[src/verilog/lpif_link_pkg.sv]
/*
 * LPIF link shared definitions
 * Lane and flit geometry, flit field layout, bring-up states and
 * the Wishbone register map
 */
package lpif_link_pkg;

  ////////////////////
  // Lane and flit geometry
  localparam int LANE_COUNT   = 2;
  localparam int LANE_PAYLOAD = 40;
  // Payload, then strobe at bit 40, marker at bit 41
  localparam int LANE_WIDTH   = LANE_PAYLOAD + 2;
  localparam int FLIT_WIDTH   = LANE_COUNT * LANE_PAYLOAD;

  localparam int DELAY_WIDTH   = 16;
  localparam int WB_ADDR_WIDTH = 3;

  // MSB first; lane 0 carries bits 39..0, lane 1 bits 79..40
  typedef struct packed {
    logic [3:0]  state;
    logic [1:0]  protid;
    logic [63:0] data;
    logic        dvalid;
    logic [7:0]  crc;
    logic        valid;
  } lpif_flit_t;

  // Transmit bring-up sequence
  typedef enum logic [1:0] {
    SYNC_IDLE,
    SYNC_ALIGN,
    SYNC_WAIT,
    SYNC_ONLINE
  } sync_state_e;

  ////////////////////
  // Register word addresses
  localparam logic [WB_ADDR_WIDTH-1:0] REG_DELAY_X = 3'd0;
  localparam logic [WB_ADDR_WIDTH-1:0] REG_DELAY_Y = 3'd1;
  localparam logic [WB_ADDR_WIDTH-1:0] REG_DELAY_Z = 3'd2;
  localparam logic [WB_ADDR_WIDTH-1:0] REG_CTRL    = 3'd3;
  localparam logic [WB_ADDR_WIDTH-1:0] REG_STATUS  = 3'd4;

endpackage

[src/verilog/delay_timer.sv]
/*
 * Delay timer
 * Loadable down-counter that flags when a programmed number of
 * cycles has passed
 */
module delay_timer (
  input  logic                                   clk_wr,
  input  logic                                   rst,
  input  logic                                   load,
  input  logic [lpif_link_pkg::DELAY_WIDTH-1:0]  load_value,
  output logic                                   done
);
  import lpif_link_pkg::*;

  logic [DELAY_WIDTH-1:0] count;

  // Count is held one below the load value, so done is seen at the
  // V-th edge after the load; zero behaves like one
  always_ff @(posedge clk_wr) begin
    if (rst) begin
      count <= '0;
    end else if (load) begin
      if (load_value == '0) begin
        count <= '0;
      end else begin
        count <= load_value - 1'b1;
      end
    end else if (count != '0) begin
      count <= count - 1'b1;
    end
  end

  // Sticks high until the next load
  assign done = (count == '0);

endmodule

[src/verilog/lane_stripe.sv]
/*
 * Lane striper
 * Splits the transmit flit over the PHY lanes with strobe and marker,
 * and rebuilds the received flit from the lane payloads
 */
module lane_stripe (
  input  logic                                  clk_wr,
  input  logic                                  rst,
  input  lpif_link_pkg::lpif_flit_t             tx_flit,
  input  logic                                  tx_online_delay,
  input  logic                                  auto_stb,
  input  logic [1:0]                            auto_mrk,
  input  logic [lpif_link_pkg::LANE_WIDTH-1:0]  rx_phy0,
  input  logic [lpif_link_pkg::LANE_WIDTH-1:0]  rx_phy1,
  output logic [lpif_link_pkg::LANE_WIDTH-1:0]  tx_phy0,
  output logic [lpif_link_pkg::LANE_WIDTH-1:0]  tx_phy1,
  output lpif_link_pkg::lpif_flit_t             rx_flit
);
  import lpif_link_pkg::*;

  logic [FLIT_WIDTH-1:0] tx_bits;
  logic [FLIT_WIDTH-1:0] rx_bits;
  logic [LANE_WIDTH-1:0] tx_lane [LANE_COUNT];
  logic [LANE_WIDTH-1:0] rx_lane [LANE_COUNT];

  assign tx_bits    = tx_flit;
  assign rx_lane[0] = rx_phy0;
  assign rx_lane[1] = rx_phy1;

  ////////////////////
  // Transmit lanes
  always_ff @(posedge clk_wr) begin
    for (int i = 0; i < LANE_COUNT; i++) begin
      if (rst) begin
        tx_lane[i] <= '0;
      end else begin
        // Payload held at zero until the link is live
        if (tx_online_delay) begin
          tx_lane[i][LANE_PAYLOAD-1:0] <= tx_bits[i*LANE_PAYLOAD +: LANE_PAYLOAD];
        end else begin
          tx_lane[i][LANE_PAYLOAD-1:0] <= '0;
        end
        tx_lane[i][LANE_PAYLOAD]   <= auto_stb;
        tx_lane[i][LANE_PAYLOAD+1] <= auto_mrk[i];
      end
    end
  end

  assign tx_phy0 = tx_lane[0];
  assign tx_phy1 = tx_lane[1];

  ////////////////////
  // Receive reassembly, strobe and marker dropped
  always_ff @(posedge clk_wr) begin
    for (int i = 0; i < LANE_COUNT; i++) begin
      rx_bits[i*LANE_PAYLOAD +: LANE_PAYLOAD] <= rx_lane[i][LANE_PAYLOAD-1:0];
    end
  end

  assign rx_flit = lpif_flit_t'(rx_bits);

  // Offline sequencer keeps both lanes quiet one edge later
  assert property (@(posedge clk_wr) disable iff (rst)
    !tx_online_delay |=> (tx_phy0[LANE_PAYLOAD-1:0] == '0) &&
                         (tx_phy1[LANE_PAYLOAD-1:0] == '0));

endmodule

[src/verilog/link_cfg_regs.sv]
/*
 * Link configuration registers
 * Wishbone classic slave for delays, user bits and online requests,
 * plus a read-only status word
 */
module link_cfg_regs (
  input  logic                                     clk_wr,
  input  logic                                     rst,
  input  logic                                     wb_cyc,
  input  logic                                     wb_stb,
  input  logic                                     wb_we,
  input  logic [lpif_link_pkg::WB_ADDR_WIDTH-1:0]  wb_adr,
  input  logic [31:0]                              wb_dat_w,
  output logic                                     wb_ack,
  output logic [31:0]                              wb_dat_r,
  output logic [lpif_link_pkg::DELAY_WIDTH-1:0]    delay_x,
  output logic [lpif_link_pkg::DELAY_WIDTH-1:0]    delay_y,
  output logic [lpif_link_pkg::DELAY_WIDTH-1:0]    delay_z,
  output logic                                     tx_online,
  output logic                                     rx_online,
  output logic [1:0]                               mrk_userbit,
  output logic                                     stb_userbit,
  input  logic                                     tx_online_delay,
  input  logic                                     rx_online_delay,
  input  lpif_link_pkg::sync_state_e               sync_state
);
  import lpif_link_pkg::*;

  localparam int PAD = 32 - DELAY_WIDTH;

  logic        access;
  logic [31:0] read_word;

  // New cycle seen at this edge
  assign access = wb_cyc && wb_stb && !wb_ack;

  always_comb begin
    case (wb_adr)
      REG_DELAY_X: read_word = {{PAD{1'b0}}, delay_x};
      REG_DELAY_Y: read_word = {{PAD{1'b0}}, delay_y};
      REG_DELAY_Z: read_word = {{PAD{1'b0}}, delay_z};
      REG_CTRL:    read_word = {27'h0, stb_userbit, mrk_userbit, rx_online, tx_online};
      REG_STATUS:  read_word = {28'h0, sync_state, rx_online_delay, tx_online_delay};
      default:     read_word = '0;
    endcase
  end

  always_ff @(posedge clk_wr) begin
    if (rst) begin
      wb_ack <= 1'b0;
    end else begin
      wb_ack <= access;
    end
  end

  // Read data held for the ack cycle
  always_ff @(posedge clk_wr) begin
    if (access) begin
      wb_dat_r <= read_word;
    end
  end

  ////////////////////
  // Register writes, status and unused words ignored
  always_ff @(posedge clk_wr) begin
    if (rst) begin
      delay_x     <= '0;
      delay_y     <= '0;
      delay_z     <= '0;
      tx_online   <= 1'b0;
      rx_online   <= 1'b0;
      mrk_userbit <= '0;
      stb_userbit <= 1'b0;
    end else if (access && wb_we) begin
      case (wb_adr)
        REG_DELAY_X: delay_x <= wb_dat_w[DELAY_WIDTH-1:0];
        REG_DELAY_Y: delay_y <= wb_dat_w[DELAY_WIDTH-1:0];
        REG_DELAY_Z: delay_z <= wb_dat_w[DELAY_WIDTH-1:0];
        REG_CTRL: begin
          tx_online   <= wb_dat_w[0];
          rx_online   <= wb_dat_w[1];
          mrk_userbit <= wb_dat_w[3:2];
          stb_userbit <= wb_dat_w[4];
        end
        default: ;
      endcase
    end
  end

  // Classic handshake, one ack per transfer
  assert property (@(posedge clk_wr) disable iff (rst) wb_ack |=> !wb_ack);

endmodule

[src/verilog/link_sync_fsm.sv]
/*
 * Link bring-up sequencer
 * Delays the online requests, drives the alignment strobe and marker,
 * and loads the two delay timers
 */
module link_sync_fsm (
  input  logic                                   clk_wr,
  input  logic                                   rst,
  input  logic                                   tx_online,
  input  logic                                   rx_online,
  input  logic [lpif_link_pkg::DELAY_WIDTH-1:0]  delay_x,
  input  logic [lpif_link_pkg::DELAY_WIDTH-1:0]  delay_y,
  input  logic [lpif_link_pkg::DELAY_WIDTH-1:0]  delay_z,
  input  logic [1:0]                             mrk_userbit,
  input  logic                                   stb_userbit,
  input  logic                                   tx_done,
  input  logic                                   rx_done,
  output logic                                   tx_load,
  output logic [lpif_link_pkg::DELAY_WIDTH-1:0]  tx_load_value,
  output logic                                   rx_load,
  output logic [lpif_link_pkg::DELAY_WIDTH-1:0]  rx_load_value,
  output logic                                   tx_online_delay,
  output logic                                   rx_online_delay,
  output logic                                   auto_stb,
  output logic [1:0]                             auto_mrk,
  output lpif_link_pkg::sync_state_e             sync_state
);
  import lpif_link_pkg::*;

  sync_state_e state_q;
  sync_state_e state_d;
  logic        rx_armed;

  ////////////////////
  // Transmit sequence
  always_ff @(posedge clk_wr) begin
    if (rst) begin
      state_q <= SYNC_IDLE;
    end else begin
      state_q <= state_d;
    end
  end

  always_comb begin
    state_d = state_q;
    tx_load = 1'b0;
    if (!tx_online) begin
      state_d = SYNC_IDLE;
    end else begin
      case (state_q)
        SYNC_IDLE: begin
          state_d = SYNC_ALIGN;
          tx_load = 1'b1;
        end
        SYNC_ALIGN: if (tx_done) begin
          state_d = SYNC_WAIT;
          tx_load = 1'b1;
        end
        SYNC_WAIT: if (tx_done) state_d = SYNC_ONLINE;
        default: state_d = SYNC_ONLINE;
      endcase
    end
  end

  // Alignment length first, then the settle time
  assign tx_load_value   = (state_q == SYNC_IDLE) ? delay_z : delay_x;
  assign tx_online_delay = (state_q == SYNC_ONLINE);
  assign sync_state      = state_q;

  // Persistent pattern while aligning, user bits once live
  always_comb begin
    case (state_q)
      SYNC_ALIGN: begin
        auto_stb = 1'b1;
        auto_mrk = 2'b11;
      end
      SYNC_ONLINE: begin
        auto_stb = stb_userbit;
        auto_mrk = mrk_userbit;
      end
      default: begin
        auto_stb = 1'b0;
        auto_mrk = 2'b00;
      end
    endcase
  end

  ////////////////////
  // Receive side
  assign rx_load       = rx_online && !rx_armed;
  assign rx_load_value = delay_y;

  always_ff @(posedge clk_wr) begin
    if (rst) begin
      rx_armed        <= 1'b0;
      rx_online_delay <= 1'b0;
    end else begin
      rx_armed        <= rx_online;
      rx_online_delay <= rx_online && (rx_online_delay || (rx_armed && rx_done));
    end
  end

  // Delayed flag lags the request by at most one edge on the way down
  assert property (@(posedge clk_wr) disable iff (rst)
    tx_online_delay |-> $past(tx_online));

endmodule

[src/verilog/lpif_flit_pack.sv]
/*
 * Flit packer
 * Registers upstream fields into a flit, and received flits onto the
 * downstream channel with the valid bits gated by receive online
 */
module lpif_flit_pack (
  input  logic                       clk_wr,
  input  logic                       rst,
  // Upstream channel
  input  logic [3:0]                 ustrm_state,
  input  logic [1:0]                 ustrm_protid,
  input  logic [63:0]                ustrm_data,
  input  logic                       ustrm_dvalid,
  input  logic [7:0]                 ustrm_crc,
  input  logic                       ustrm_valid,
  // From the lanes
  input  lpif_link_pkg::lpif_flit_t  rx_flit,
  input  logic                       rx_online_delay,
  // Downstream channel
  output logic [3:0]                 dstrm_state,
  output logic [1:0]                 dstrm_protid,
  output logic [63:0]                dstrm_data,
  output logic                       dstrm_dvalid,
  output logic [7:0]                 dstrm_crc,
  output logic                       dstrm_valid,
  output lpif_link_pkg::lpif_flit_t  tx_flit
);
  import lpif_link_pkg::*;

  lpif_flit_t dstrm_q;

  // Upstream capture, CRC is carried through untouched
  always_ff @(posedge clk_wr) begin
    tx_flit.state  <= ustrm_state;
    tx_flit.protid <= ustrm_protid;
    tx_flit.data   <= ustrm_data;
    tx_flit.crc    <= ustrm_crc;
    if (rst) begin
      tx_flit.dvalid <= 1'b0;
      tx_flit.valid  <= 1'b0;
    end else begin
      tx_flit.dvalid <= ustrm_dvalid;
      tx_flit.valid  <= ustrm_valid;
    end
  end

  always_ff @(posedge clk_wr) begin
    dstrm_q.state  <= rx_flit.state;
    dstrm_q.protid <= rx_flit.protid;
    dstrm_q.data   <= rx_flit.data;
    dstrm_q.crc    <= rx_flit.crc;
    if (rst) begin
      dstrm_q.dvalid <= 1'b0;
      dstrm_q.valid  <= 1'b0;
    end else begin
      dstrm_q.dvalid <= rx_flit.dvalid;
      dstrm_q.valid  <= rx_flit.valid;
    end
  end

  assign dstrm_state  = dstrm_q.state;
  assign dstrm_protid = dstrm_q.protid;
  assign dstrm_data   = dstrm_q.data;
  assign dstrm_crc    = dstrm_q.crc;
  // Nothing is valid until the receive side is live
  assign dstrm_dvalid = dstrm_q.dvalid & rx_online_delay;
  assign dstrm_valid  = dstrm_q.valid & rx_online_delay;

endmodule

[src/verilog/lpif_link_top.sv]
/*
 * LPIF link slave
 * Wishbone configuration, bring-up sequencer and two-lane flit data path
 */
module lpif_link_top (
  input  logic                                     clk_wr,
  input  logic                                     rst,
  // Wishbone slave
  input  logic                                     wb_cyc,
  input  logic                                     wb_stb,
  input  logic                                     wb_we,
  input  logic [lpif_link_pkg::WB_ADDR_WIDTH-1:0]  wb_adr,
  input  logic [31:0]                              wb_dat_w,
  output logic                                     wb_ack,
  output logic [31:0]                              wb_dat_r,
  // User channel
  input  logic [3:0]                               ustrm_state,
  input  logic [1:0]                               ustrm_protid,
  input  logic [63:0]                              ustrm_data,
  input  logic                                     ustrm_dvalid,
  input  logic [7:0]                               ustrm_crc,
  input  logic                                     ustrm_valid,
  output logic [3:0]                               dstrm_state,
  output logic [1:0]                               dstrm_protid,
  output logic [63:0]                              dstrm_data,
  output logic                                     dstrm_dvalid,
  output logic [7:0]                               dstrm_crc,
  output logic                                     dstrm_valid,
  // PHY lanes
  output logic [lpif_link_pkg::LANE_WIDTH-1:0]     tx_phy0,
  output logic [lpif_link_pkg::LANE_WIDTH-1:0]     tx_phy1,
  input  logic [lpif_link_pkg::LANE_WIDTH-1:0]     rx_phy0,
  input  logic [lpif_link_pkg::LANE_WIDTH-1:0]     rx_phy1
);
  import lpif_link_pkg::*;

  logic [DELAY_WIDTH-1:0] delay_x, delay_y, delay_z;
  logic [DELAY_WIDTH-1:0] tx_load_value, rx_load_value;
  logic [1:0]             mrk_userbit, auto_mrk;
  logic                   tx_online, rx_online, stb_userbit, auto_stb;
  logic                   tx_online_delay, rx_online_delay;
  logic                   tx_load, rx_load, tx_done, rx_done;
  sync_state_e            sync_state;
  lpif_flit_t             tx_flit, rx_flit;

  // Names line up across the blocks
  link_cfg_regs link_cfg_regs_inst (.*);
  link_sync_fsm link_sync_fsm_inst (.*);

  delay_timer tx_timer_inst (
    .clk_wr(clk_wr), .rst(rst), .load(tx_load), .load_value(tx_load_value), .done(tx_done)
  );
  delay_timer rx_timer_inst (
    .clk_wr(clk_wr), .rst(rst), .load(rx_load), .load_value(rx_load_value), .done(rx_done)
  );

  lpif_flit_pack lpif_flit_pack_inst (.*);
  lane_stripe    lane_stripe_inst (.*);

endmodule
[config.mk]
export PLATFORM = sky130hd
export DESIGN_NAME = lpif_link_top
export DESIGN_NICKNAME = d
export VERILOG_FILES = /design/src/verilog/lpif_link_pkg.sv /design/src/verilog/delay_timer.sv /design/src/verilog/lane_stripe.sv /design/src/verilog/link_cfg_regs.sv /design/src/verilog/link_sync_fsm.sv /design/src/verilog/lpif_flit_pack.sv /design/src/verilog/lpif_link_top.sv
export SDC_FILE = /design/constraint.sdc
export NUM_CORES = 1
export LEC_CHECK = 0
export ABC_AREA = 1
export BUFFER_PORTS_ARGS = -buffer_cell sky130_fd_sc_hd__buf_2
export CAP_MARGIN = 0
export CORE_MARGIN = 2
export CORE_UTILIZATION = 40
export CTS_BUF_LIST = sky130_fd_sc_hd__clkbuf_4 sky130_fd_sc_hd__clkbuf_8
export DETAILED_ROUTE_END_ITERATION = 8
export GPL_TIMING_DRIVEN = 0
export PLACE_DENSITY = 0.67
export SLEW_MARGIN = 20
export SYNTH_ARGS = -nofsm -noshare
export SYNTH_HDL_FRONTEND = slang
export SYNTH_HIERARCHICAL = 1
export SYNTH_SLANG_ARGS = --single-unit
export TNS_END_PERCENT = 10
[constraint.sdc]
create_clock -name clk_wr -period 2.16 [get_ports clk_wr]
set_input_delay 0.216 -clock clk_wr [delete_from_list [all_inputs] [get_ports clk_wr]]
set_output_delay 0.216 -clock clk_wr [all_outputs]
set_load 0.03 [all_outputs]
==> impl_metrics.yaml, run 1 <==
finish:
  layout_common_cells: "373 x buf_2, 332 x dfxtp_1, 297 x nand2_1"
  diodes: 0
  layout-drive-gt1-share_pct: 31.8
  syn2layout_area_growth_pct: 39.5
  final_nets: 2602
  fin_cells: 2965
  final_common_cell: "buf_2"
power_and_ir_drop:
  power_density_nw_per_um2: 974
  leakage_nw: 11.0
  ir_worst_vdd_mv: 0.685
  total_power_mw: 21.4
global_route:
  antenna_found_initial: 0
  use_met1_pct: 23.3
  busiest_layer: "met2"
  met2_usage_pct: 36.4
  grt-ovfl-total: 0
  grtUsageMet3_pct: 4.64
  grt_max_degree: 23
  grt_pass1_vias: 13011
  grt_pass1_wl_um: 65700
  grtUsageTotal_pct: 20.2
synthesis:
  synthAdderAreaFrac_pct: 0.476
  synth_area_per_cell_um2: 9.43
  synth_cell_types: 40
  synth_ff_type: "dfxtp_1"
  synth.top_cell.area_share_pct: 42.4
  synth_top_family_by_area: "simple AND/OR/NAND/NOR gates"
  synth-async-reset-ratio_pct: 0
  yosysWarnings: 6
  syn_area_um2: 15800
  synth_area_leaders: "dfxtp_1 42%, edfxtp_1 18%, nand2_1 7.2%, nor2_1 6.6%, buf_4 5.5%"
  ys_seq_area_share_pct: 60.6
  synth_edf_count: 96
  ys_ff_latch: 430
  yosys.area_share.simple_pct: 23.2
  synthMuxAreaShare_pct: 0
  yosysTopAreaCell: "dfxtp_1"
  synth-compound-area-share_pct: 2.58
  synth_xor_area_share_pct: 0.983
  post_synth_inst_count: 1673
placement:
  dpl_worst_slack_ps: -822
  routabilityCongestion: 0.885
  io_buffers: 364
  hpwl_um: 28800
  dp_cells: 2649
cts:
  path_clk_slew_ps: 60
  clk_latency_ps: 620
  cts_buffers: 71
  h-tree-depth: 3
  clk_path_buf_depth: 3
  cts-root-buf: "clkbuf_8"
  cts.sink_count: 430
  cts_tree: "yes"
floorplanning:
  die_area_um2: 41100
  num_rows: 72
  die_h_um: 203
  die_x_um: 203
  initial_core_util_pct: 40.6
  io_pins: 401
  core-area_um2: 38800
route:
  routedWlPerCell_um: 14.2
  route.detailed.drc: 0
  ant_nets: 0
  num_vias: 12855
  drt-initial-drc-count: 736
  vias_per_cell: 4.34
  wirelength_um: 42200
  dr.pass1.iters: 5
timing:
  finClkSkew_ps: 24.4
  rsz0062_at_grt: "yes"
  maxSlewHeadroom_pct: 48.5
  slew_violations: 0
  finalHoldViolCount: 0
  post-route-min-period_ps: 2060
  tightest_slew_ps: 772
  fin_ws_ps: 103
  fin_crit_sh_pct: 95.2
  max_freq_mhz: 486
  finalSetupViolCount: 0
  setup_tns_ps: 0
critical_path:
  crit_chain: "inv_1 -> ha_2 -> nand3_1 -> nor2_4 -> nand2_4 -> inv_4 -> o21ai_2 -> nor2_2 -> inv_2 -> buf_4 -> o21ai_0 -> o21ai_1 -> nand2_1 -> nor2_1"
  slowest_stage: "dfxtp_1"
  worstSetupEndpoint: "tx_timer_inst/count[4]"
  crit_type: "reg -> reg"
  ff2ff_path_depth: 14
  end_kind: "flip-flop"
  rrSetupSlack_ps: 100
  r2r-start: "tx_timer_inst/count[1]"
  crit_start: "tx_timer_inst/count[1]"
  worst-endpoint-arrival_ps: 2510
  startpoint_type: "flip-flop"
  r2r_end: "tx_timer_inst/count[4]"
  critPathMaxFanout: 10
  cp_slowest_stage_delay_ps: 300
  required_ps: 2620
status:
  status: "complete, no violations"
hold_path:
  hp-class: "in -> reg"
job:
  max_cap_violations: 0
sequential cells by signal (all words and copies together), names as in the netlist, 4 cells and up:
| name | count |
|---|---|
| lpif_flit_pack_inst/tx_flit | 80 |
| link_cfg_regs_inst/delay_y | 16 |
| link_cfg_regs_inst/delay_z | 16 |
| lpif_flit_pack_inst/dstrm_crc | 8 |
| lane_stripe_inst/tx_lane | 84 |
| lpif_flit_pack_inst/dstrm_state | 4 |
| lpif_flit_pack_inst/dstrm_data | 64 |
| tx_timer_inst/count | 16 |
| rx_timer_inst/count | 16 |
| lane_stripe_inst/rx_flit | 80 |
| link_cfg_regs_inst/wb_dat_r | 16 |
| link_cfg_regs_inst/delay_x | 16 |
report_power, final:
part | internal [mW] | total [mW] | switching, mW
combinational | 1.94 | 4.92 | 2.98
sequential | 8.79 | 9.14 | 0.356
clock | 4.13 | 7.39 | 3.25
total | 14.9 | 21.4 | 6.59
worst max-delay path: cells and delay by family, from the launching register on:
family                   cells  cell delay (ps)
AND/OR/NAND/NOR              6              620
buffers and inverters        4              490
flip-flops                   1              300
AO/OA/AOI/OAI                3              300
adder cells (fa/ha/maj)      1              210
cells by family after synthesis:
kind of cell               count (synthesis)
AOI/OAI and AO/OA                         66
xor gates and xnor gates                  16
adders and majority gates                  6
buffers and inverters                    349
DFF                                      430
other                                      2
and+or+nand+nor                          804
what timing repair did:
| item | in CTS | in global routing |
|---|---|---|
| pin swaps | 3 | 6 |
| hold buffers | 178 | 0 |
| gates cloned | 0 | 0 |
| setup endpoints to repair | 16 | 15 |
| resized for setup | 13 | 14 |
| hold endpoints to repair | 209 | 0 |
| setup buffers | 5 | 5 |
worst min path at each step:
stage	slack, ps	cells after the start	end	from
finish	100	5	link_cfg_regs_inst/wb_dat_r[1]	wb_adr[2]
floorplan	240	0	lane_stripe_inst/rx_flit[0]	rx_phy0[0]
CTS	40	5	link_cfg_regs_inst/wb_dat_r[1]	wb_adr[2]
detailed placement	310	0	lpif_flit_pack_inst/dstrm_data[39]	lane_stripe_inst/rx_flit[49]
global placement	310	0	lpif_flit_pack_inst/dstrm_data[8]	lane_stripe_inst/rx_flit[18]
global route	90	5	link_cfg_regs_inst/delay_y[3]	wb_adr[0]
metrics by stage:
step,instance area (µm²),hold slack [ps],utilization (%)
after global placement,18600,310,47.9
after floorplan,16100,244,-
after global routing,22000,85.8,56.7
after detailed placement,18600,312,47.9
after CTS,21900,40.6,56.5
final,22000,97.9,56.7
layout make-up:
cell class | instances | area (µm²)
multi-input cells | 988 | 4710
repair buffers | 552 | 3680
well taps | 518 | 648
clock buffers | 115 | 1400
flip-flops and latches | 430 | 9570
inverters | 200 | 763
plain buffers | 149 | 1150
clock inverters | 13 | 92.6
fillers | 3260 | 16800
metal layers:
metal | part of all wire [%] | up-vias
li1 | - | 6413
met2 | 51 | 454
met1 | 40 | 5905
met5 | 0 | -
met3 | 6.6 | 83
met4 | 2.5 | 0
cells in the mapped netlist (14+ instances only):
cell and count:
inv_1 185, nand3_1 125, buf_4 115, nand2_1 302, nand2_2 17, a21oi_2 18, edfxtp_1 96, nor2_2 35
o21ai_0 31, nor2_4 14, dfxtp_1 334, nor2_1 279, buf_6 14
(Power assumes the default switching activity.)
==> run 2: changes to the inputs <==
--- a/config.mk
+++ b/config.mk
@@ -14,6 +14,7 @@
 export DETAILED_ROUTE_END_ITERATION = 8
 export GPL_TIMING_DRIVEN = 0
 export PLACE_DENSITY = 0.67
+export REMOVE_ABC_BUFFERS = 1
 export SLEW_MARGIN = 20
 export SYNTH_ARGS = -nofsm -noshare
 export SYNTH_HDL_FRONTEND = slang
==> run 2 against run 1 <==
Against the previous run:
- utilization fell by 2.4 points
- flip-flop and latch count did not move
- combinational power fell by 3%
- critical endpoint is now tx_timer_inst/count[7]
- critical path type unchanged
==> impl_metrics.yaml, run 2 (synthesis gave the netlist of run 1 again) <==
status:
  status: "complete, no violations"
placement:
  dpl_worst_slack_ps: -638
  io_buffers: 364
  routabilityCongestion: 0.877
  placed_area_um2: 17500
  hpwl_um: 25400
finish:
  nFillCells: 3350
  layout-drive-gt1-share_pct: 27.7
  syn2layout_area_growth_pct: 33.5
  stdcell_area_um2: 21100
  largest_reg_flops: 84
  final_common_cell: "buf_2"
  final_nets: 2464
  layout_common_cells: "364 x buf_2, 332 x dfxtp_1, 301 x nand2_1"
  top_register: "lane_stripe_inst/tx_lane"
hold_path:
  hp-class: "in -> reg"
  worstHoldStart: "wb_dat_w[0]"
timing:
  fin_crit_sh_pct: 93.2
  finalSetupViolCount: 0
  tightest_slew_ps: 962
  rsz0062_at_grt: "no"
  slew_violations: 0
  fin_ws_ps: 147
  finalHoldViolCount: 0
  post-route-min-period_ps: 2010
  max_freq_mhz: 497
  holdWs_ps: 26.5
  maxSlewHeadroom_pct: 35.9
  finClkSkew_ps: 21.7
global_route:
  grtUsageTotal_pct: 19.3
  grt_pass1_vias: 12516
  grt_max_degree: 81
  antenna_found_initial: 0
  grt_pass1_wl_um: 62900
  grt-ovfl-total: 0
route:
  routedWlPerCell_um: 14.4
  dr.pass1.iters: 5
  num_vias: 12477
  route.detailed.drc: 0
  drt-initial-drc-count: 694
  wirelength_um: 40700
  vias_per_cell: 4.41
  ant_nets: 0
power_and_ir_drop:
  sw_frac_of_total_pct: 30.6
  p_int_mw: 15.1
  total_power_mw: 21.7
  ir_worst_vdd_mv: 0.973
  leakage_nw: 10.3
  p_seq_share_pct: 42.1
  pwr-share-comb_pct: 21.8
  power_density_nw_per_um2: 1030
  p_clk_share_pct: 36.1
  switchingPower_mw: 6.65
critical_path:
  r2r-start: "link_sync_fsm_inst/sync_state[1]"
  end_kind: "flip-flop"
  worst-endpoint-arrival_ps: 2480
  critPathMaxFanout: 10
  crit_start: "link_sync_fsm_inst/sync_state[1]"
  crit_type: "reg -> reg"
  startpoint_type: "flip-flop"
  required_ps: 2630
floorplanning:
  num_rows: 72
  initial_core_util_pct: 40.6
  die_h_um: 203
  die_x_um: 203
  core-area_um2: 38800
  die_area_um2: 41100
  io_pins: 401
cts:
  cts_tree: "yes"
  cts.sink_count: 430
  h-tree-depth: 3
  path_clk_slew_ps: 60
  clk_path_buf_depth: 3
  cts-root-buf: "clkbuf_8"
  cts_buffers: 72
  clk_latency_ps: 620
job:
  max_cap_violations: 0
-- run 2: cell count changes in the layout (fill, tap and decap cells not counted), moves of 3 or more --
cell,before,now
clkinv_2,5,8
buf_1,5,0
clkbuf_8,86,90
bufinv_16,0,3
buf_4,126,13
buf_8,3,0
clkbuf_4,30,25
nand2_1,297,301
nand2_2,21,17
buf_6,14,3
buf_2,373,364
-- run 2: final timing paths --
check                                                           to  slack [ps]  depth (start not counted)
worst max-delay path                        tx_timer_inst/count[7]         150                         14
worst min-delay path                  link_cfg_regs_inst/tx_online          30                          5
worst max register to register              tx_timer_inst/count[7]         150                         14
worst min register to register  lpif_flit_pack_inst/dstrm_data[47]         320                          0
-- run 2: stage by stage --
| stage | util [%] | cells | setup TNS (ps) |
|---|---|---|---|
| final | 54.2 | 2831 | 0 |
| after global routing | 54.2 | 2830 | 0 |
| after CTS | 54.0 | 2821 | 0 |
| after detailed placement | 45.0 | 2500 | -18450 |
| after global placement | 45.0 | 2500 | -14790 |
| after floorplan | - | 1618 | 0 |
-- run 2: power by group through the flow --
stage,combinational (mW),sequential [mW],clock (mW)
floorplan,3.05,9.51,0
detailed placement,4.24,9.30,0
global placement,4.16,9.28,0
CTS,4.65,9.13,8.03
global route,5.27,9.20,8.45
finish,4.75,9.15,7.85
-- run 2: per-layer routing --
layer | track usage, % | vias up | share of wire [%]
li1 | - | 6150 | -
met1 | 23.0 | 5789 | 42
met2 | 33.5 | 476 | 49
met3 | 5.51 | 62 | 7.4
met4 | 6.54 | 0 | 2.3
met5 | 0 | - | 0
-- run 2: layout make-up --
cell class	instances	area, µm²	share of cell area, %
timing repair inverter	1	7.51	0.0356
sequential	430	9580	45.5
clock buffer	113	1410	6.70
timing repair buffer	560	3760	17.9
antenna	1	2.50	0.0119
inverter	200	766	3.64
multi-input combinational	989	4700	22.3
tap	518	648	3.08
clock inverter	19	186	0.885
-- run 2: timing repair --
action                                  4_1_cts  5_1_grt
setup buffers                                10        8
hold buffers                                177        0
hold endpoints to repair                    206        0
cloned                                        2        0
endpoints found under the setup margin       96       17
gates resized for setup                      14        8
pin swaps                                     5        6
-- run 2: worst max-delay path, cell delays in order (launching register included) --
cell     delay [ps]
dfxtp_4         430
nor2_4           90
buf_4           170
nand2_2          50
nand2_1         160
nor2_2          170
nand2_1         150
nor2_4          150
nand3_4         100
nand2_4         130
inv_8            60
nand2_2          50
nand2_1          40
nand2_1          50
nor2_1           40
==> run 3: changes to the inputs <==
--- a/config.mk
+++ b/config.mk
@@ -13,6 +13,7 @@
 export CTS_BUF_LIST = sky130_fd_sc_hd__clkbuf_4 sky130_fd_sc_hd__clkbuf_8
 export DETAILED_ROUTE_END_ITERATION = 8
 export GPL_TIMING_DRIVEN = 0
+export HOLD_SLACK_MARGIN = 0.05
 export PLACE_DENSITY = 0.67
 export REMOVE_ABC_BUFFERS = 1
 export SLEW_MARGIN = 20
==> run 3 against run 2 <==
Against the previous run:
- cell count is the same
- design area hardly changed
- first-iteration DRC count increased by 1.3%
- combinational power is essentially flat
- fmax barely moved
- non-clock buffer count rose by 1
- flip-flop and latch count is the same
- clock skew decreased by 2.2 ps
- critical endpoint unchanged
==> impl_metrics.yaml, run 3 (synthesis gave the netlist of run 1 again) <==
floorplanning:
  io_pins: 401
  core-area_um2: 38800
  num_rows: 72
  initial_core_util_pct: 40.6
  die_area_um2: 41100
  die_x_um: 203
  die_h_um: 203
cts:
  cts-root-buf: "clkbuf_8"
  h-tree-depth: 3
  path_clk_slew_ps: 60
  clk_path_buf_depth: 3
  clk_latency_ps: 620
  cts_buffers: 72
  cts_tree: "yes"
  cts.sink_count: 430
global_route:
  grtUsageTotal_pct: 19.4
  grt_max_degree: 81
  antenna_found_initial: 0
  grt-ovfl-total: 0
  grt_pass1_vias: 12534
  grt_pass1_wl_um: 63000
route:
  routedWlPerCell_um: 14.4
  met3_length_um: 3150
  highest_layer: "met4"
  wl_met1_um: 16900
  ant_nets: 0
  num_vias: 12477
  drt-initial-drc-count: 703
  route.detailed.drc: 0
  wirelength_um: 40800
  dr.pass1.iters: 5
  vias_per_cell: 4.41
  met2_wirelength_um: 19700
hold_path:
  hp-class: "in -> reg"
  worstHoldStart: "rst"
  hold_path_depth: 2
  whs_endpoint: "lane_stripe_inst/tx_lane[1][40]"
power_and_ir_drop:
  switchingPower_mw: 6.65
  p_int_mw: 15.1
  ir_worst_vdd_mv: 0.973
  pwr-share-comb_pct: 21.9
  power_density_nw_per_um2: 1030
  p_clk_share_pct: 36.1
  sw_frac_of_total_pct: 30.6
  p_seq_share_pct: 42.1
  total_power_mw: 21.7
  leakage_nw: 10.3
placement:
  dp_cells: 2500
  placed_area_um2: 17500
  routabilityCongestion: 0.877
  dpl_worst_slack_ps: -638
  hpwl_um: 25400
  io_buffers: 364
timing:
  fin_crit_sh_pct: 93.2
  maxSlewHeadroom_pct: 35.3
  max_freq_mhz: 497
  setup_tns_ps: 0
  holdWs_ps: 108
  fin_ws_ps: 147
  post-route-min-period_ps: 2010
  finalHoldViolCount: 0
  tightest_slew_ps: 969
  slew_violations: 0
  finalSetupViolCount: 0
  rsz0062_at_grt: "no"
  finClkSkew_ps: 19.5
finish:
  final_nets: 2465
  diodes: 0
  largest_reg_flops: 84
  top_register: "lane_stripe_inst/tx_lane"
  syn2layout_area_growth_pct: 33.5
  fin_cells: 2831
  final_common_cell: "buf_2"
  stdcell_area_um2: 21100
  finalCoreUtilization_pct: 54.3
  layout-drive-gt1-share_pct: 27.7
  layout_common_cells: "364 x buf_2, 332 x dfxtp_1, 301 x nand2_1"
critical_path:
  crit_type: "reg -> reg"
  cp_slowest_stage_delay_ps: 430
  crit_chain: "nor2_4 -> buf_4 -> nand2_2 -> nand2_1 -> nor2_2 -> nand2_1 -> nor2_4 -> nand3_4 -> nand2_4 -> inv_8 -> nand2_2 -> nand2_1 -> nand2_1 -> nor2_1"
  required_ps: 2630
  worst-endpoint-arrival_ps: 2480
  rrSetupSlack_ps: 150
  critPathMaxFanout: 10
  ff2ff_path_depth: 14
  slowest_stage: "dfxtp_4"
  cpMostUsedCell: "nand2_1"
  r2r_end: "tx_timer_inst/count[7]"
  r2r-start: "link_sync_fsm_inst/sync_state[1]"
  crit_buf_inv: 2
  end_kind: "flip-flop"
  critPathTopFamily: "simple AND/OR/NAND/NOR gates"
  startpoint_type: "flip-flop"
job:
  max_cap_violations: 0
status:
  status: "complete, no violations"
-- run 3: cell types whose count changed in the layout (fill, tap and decap cells not counted), sizes merged --
cell         previous run  this run
diode                   1         0
dlygate4sd3           177       178
-- run 3: repair_timing --
action / in CTS / in global routing
pin swaps: 5 / 6
resized for setup: 14 / 8
endpoints found under the hold margin: 214 / 0
hold buffers: 178 / 0
setup buffers: 10 / 8
setup endpoints to repair: 96 / 17
cloned: 2 / 0
-- run 3: layer usage --
layer	vias up	global-route usage, %
met5	-	0
met4	0	6.93
met3	66	5.52
met2	505	33.4
met1	5753	23.0
li1	6153	-
-- run 3: worst reg2reg max path: stages, from the launching register on --
cell and delay [ps]:
dfxtp_4 430, nor2_4 100, buf_4 170, nand2_2 50, nand2_1 160, nor2_2 170
nand2_1 150, nor2_4 150, nand3_4 100, nand2_4 130, inv_8 70, nand2_2 50
nand2_1 40, nand2_1 50, nor2_1 40
-- run 3: power by group through the flow --
stage               Clock, mW  Combinational (mW)  Sequential, mW
floorplan                   0                3.05            9.51
global placement            0                4.16            9.28
detailed placement          0                4.24            9.30
CTS                      8.03                4.65            9.13
global route             8.45                5.27            9.20
finish                   7.84                4.76            9.15
-- run 3: cell type report --
cell class                      instances  area, µm²
Clock buffer                          113       1410
Clock inverter                         19        186
Fill cell                            3351      17800
Inverter                              200        766
Multi-Input combinational cell        989       4700
Sequential cell                       430       9580
Tap cell                              518        648
Timing Repair Buffer                  561       3770
Timing Repair inverter                  1       7.51
-- run 3: worst max-delay path by stage --
| stage | cells after the start | endpoint | start | slack (ps) |
|---|---|---|---|---|
| detailed placement | 12 | tx_timer_inst/count[10] | tx_timer_inst/count[0] | -640 |
| global route | 14 | tx_timer_inst/count[15] | tx_timer_inst/count[1] | 4 |
| global placement | 13 | tx_timer_inst/count[1] | tx_timer_inst/count[0] | -580 |
| CTS | 14 | tx_timer_inst/count[7] | link_sync_fsm_inst/sync_state[1] | 10 |
| finish | 14 | tx_timer_inst/count[7] | link_sync_fsm_inst/sync_state[1] | 150 |
| floorplan | 13 | tx_timer_inst/count[1] | tx_timer_inst/count[0] | 100 |
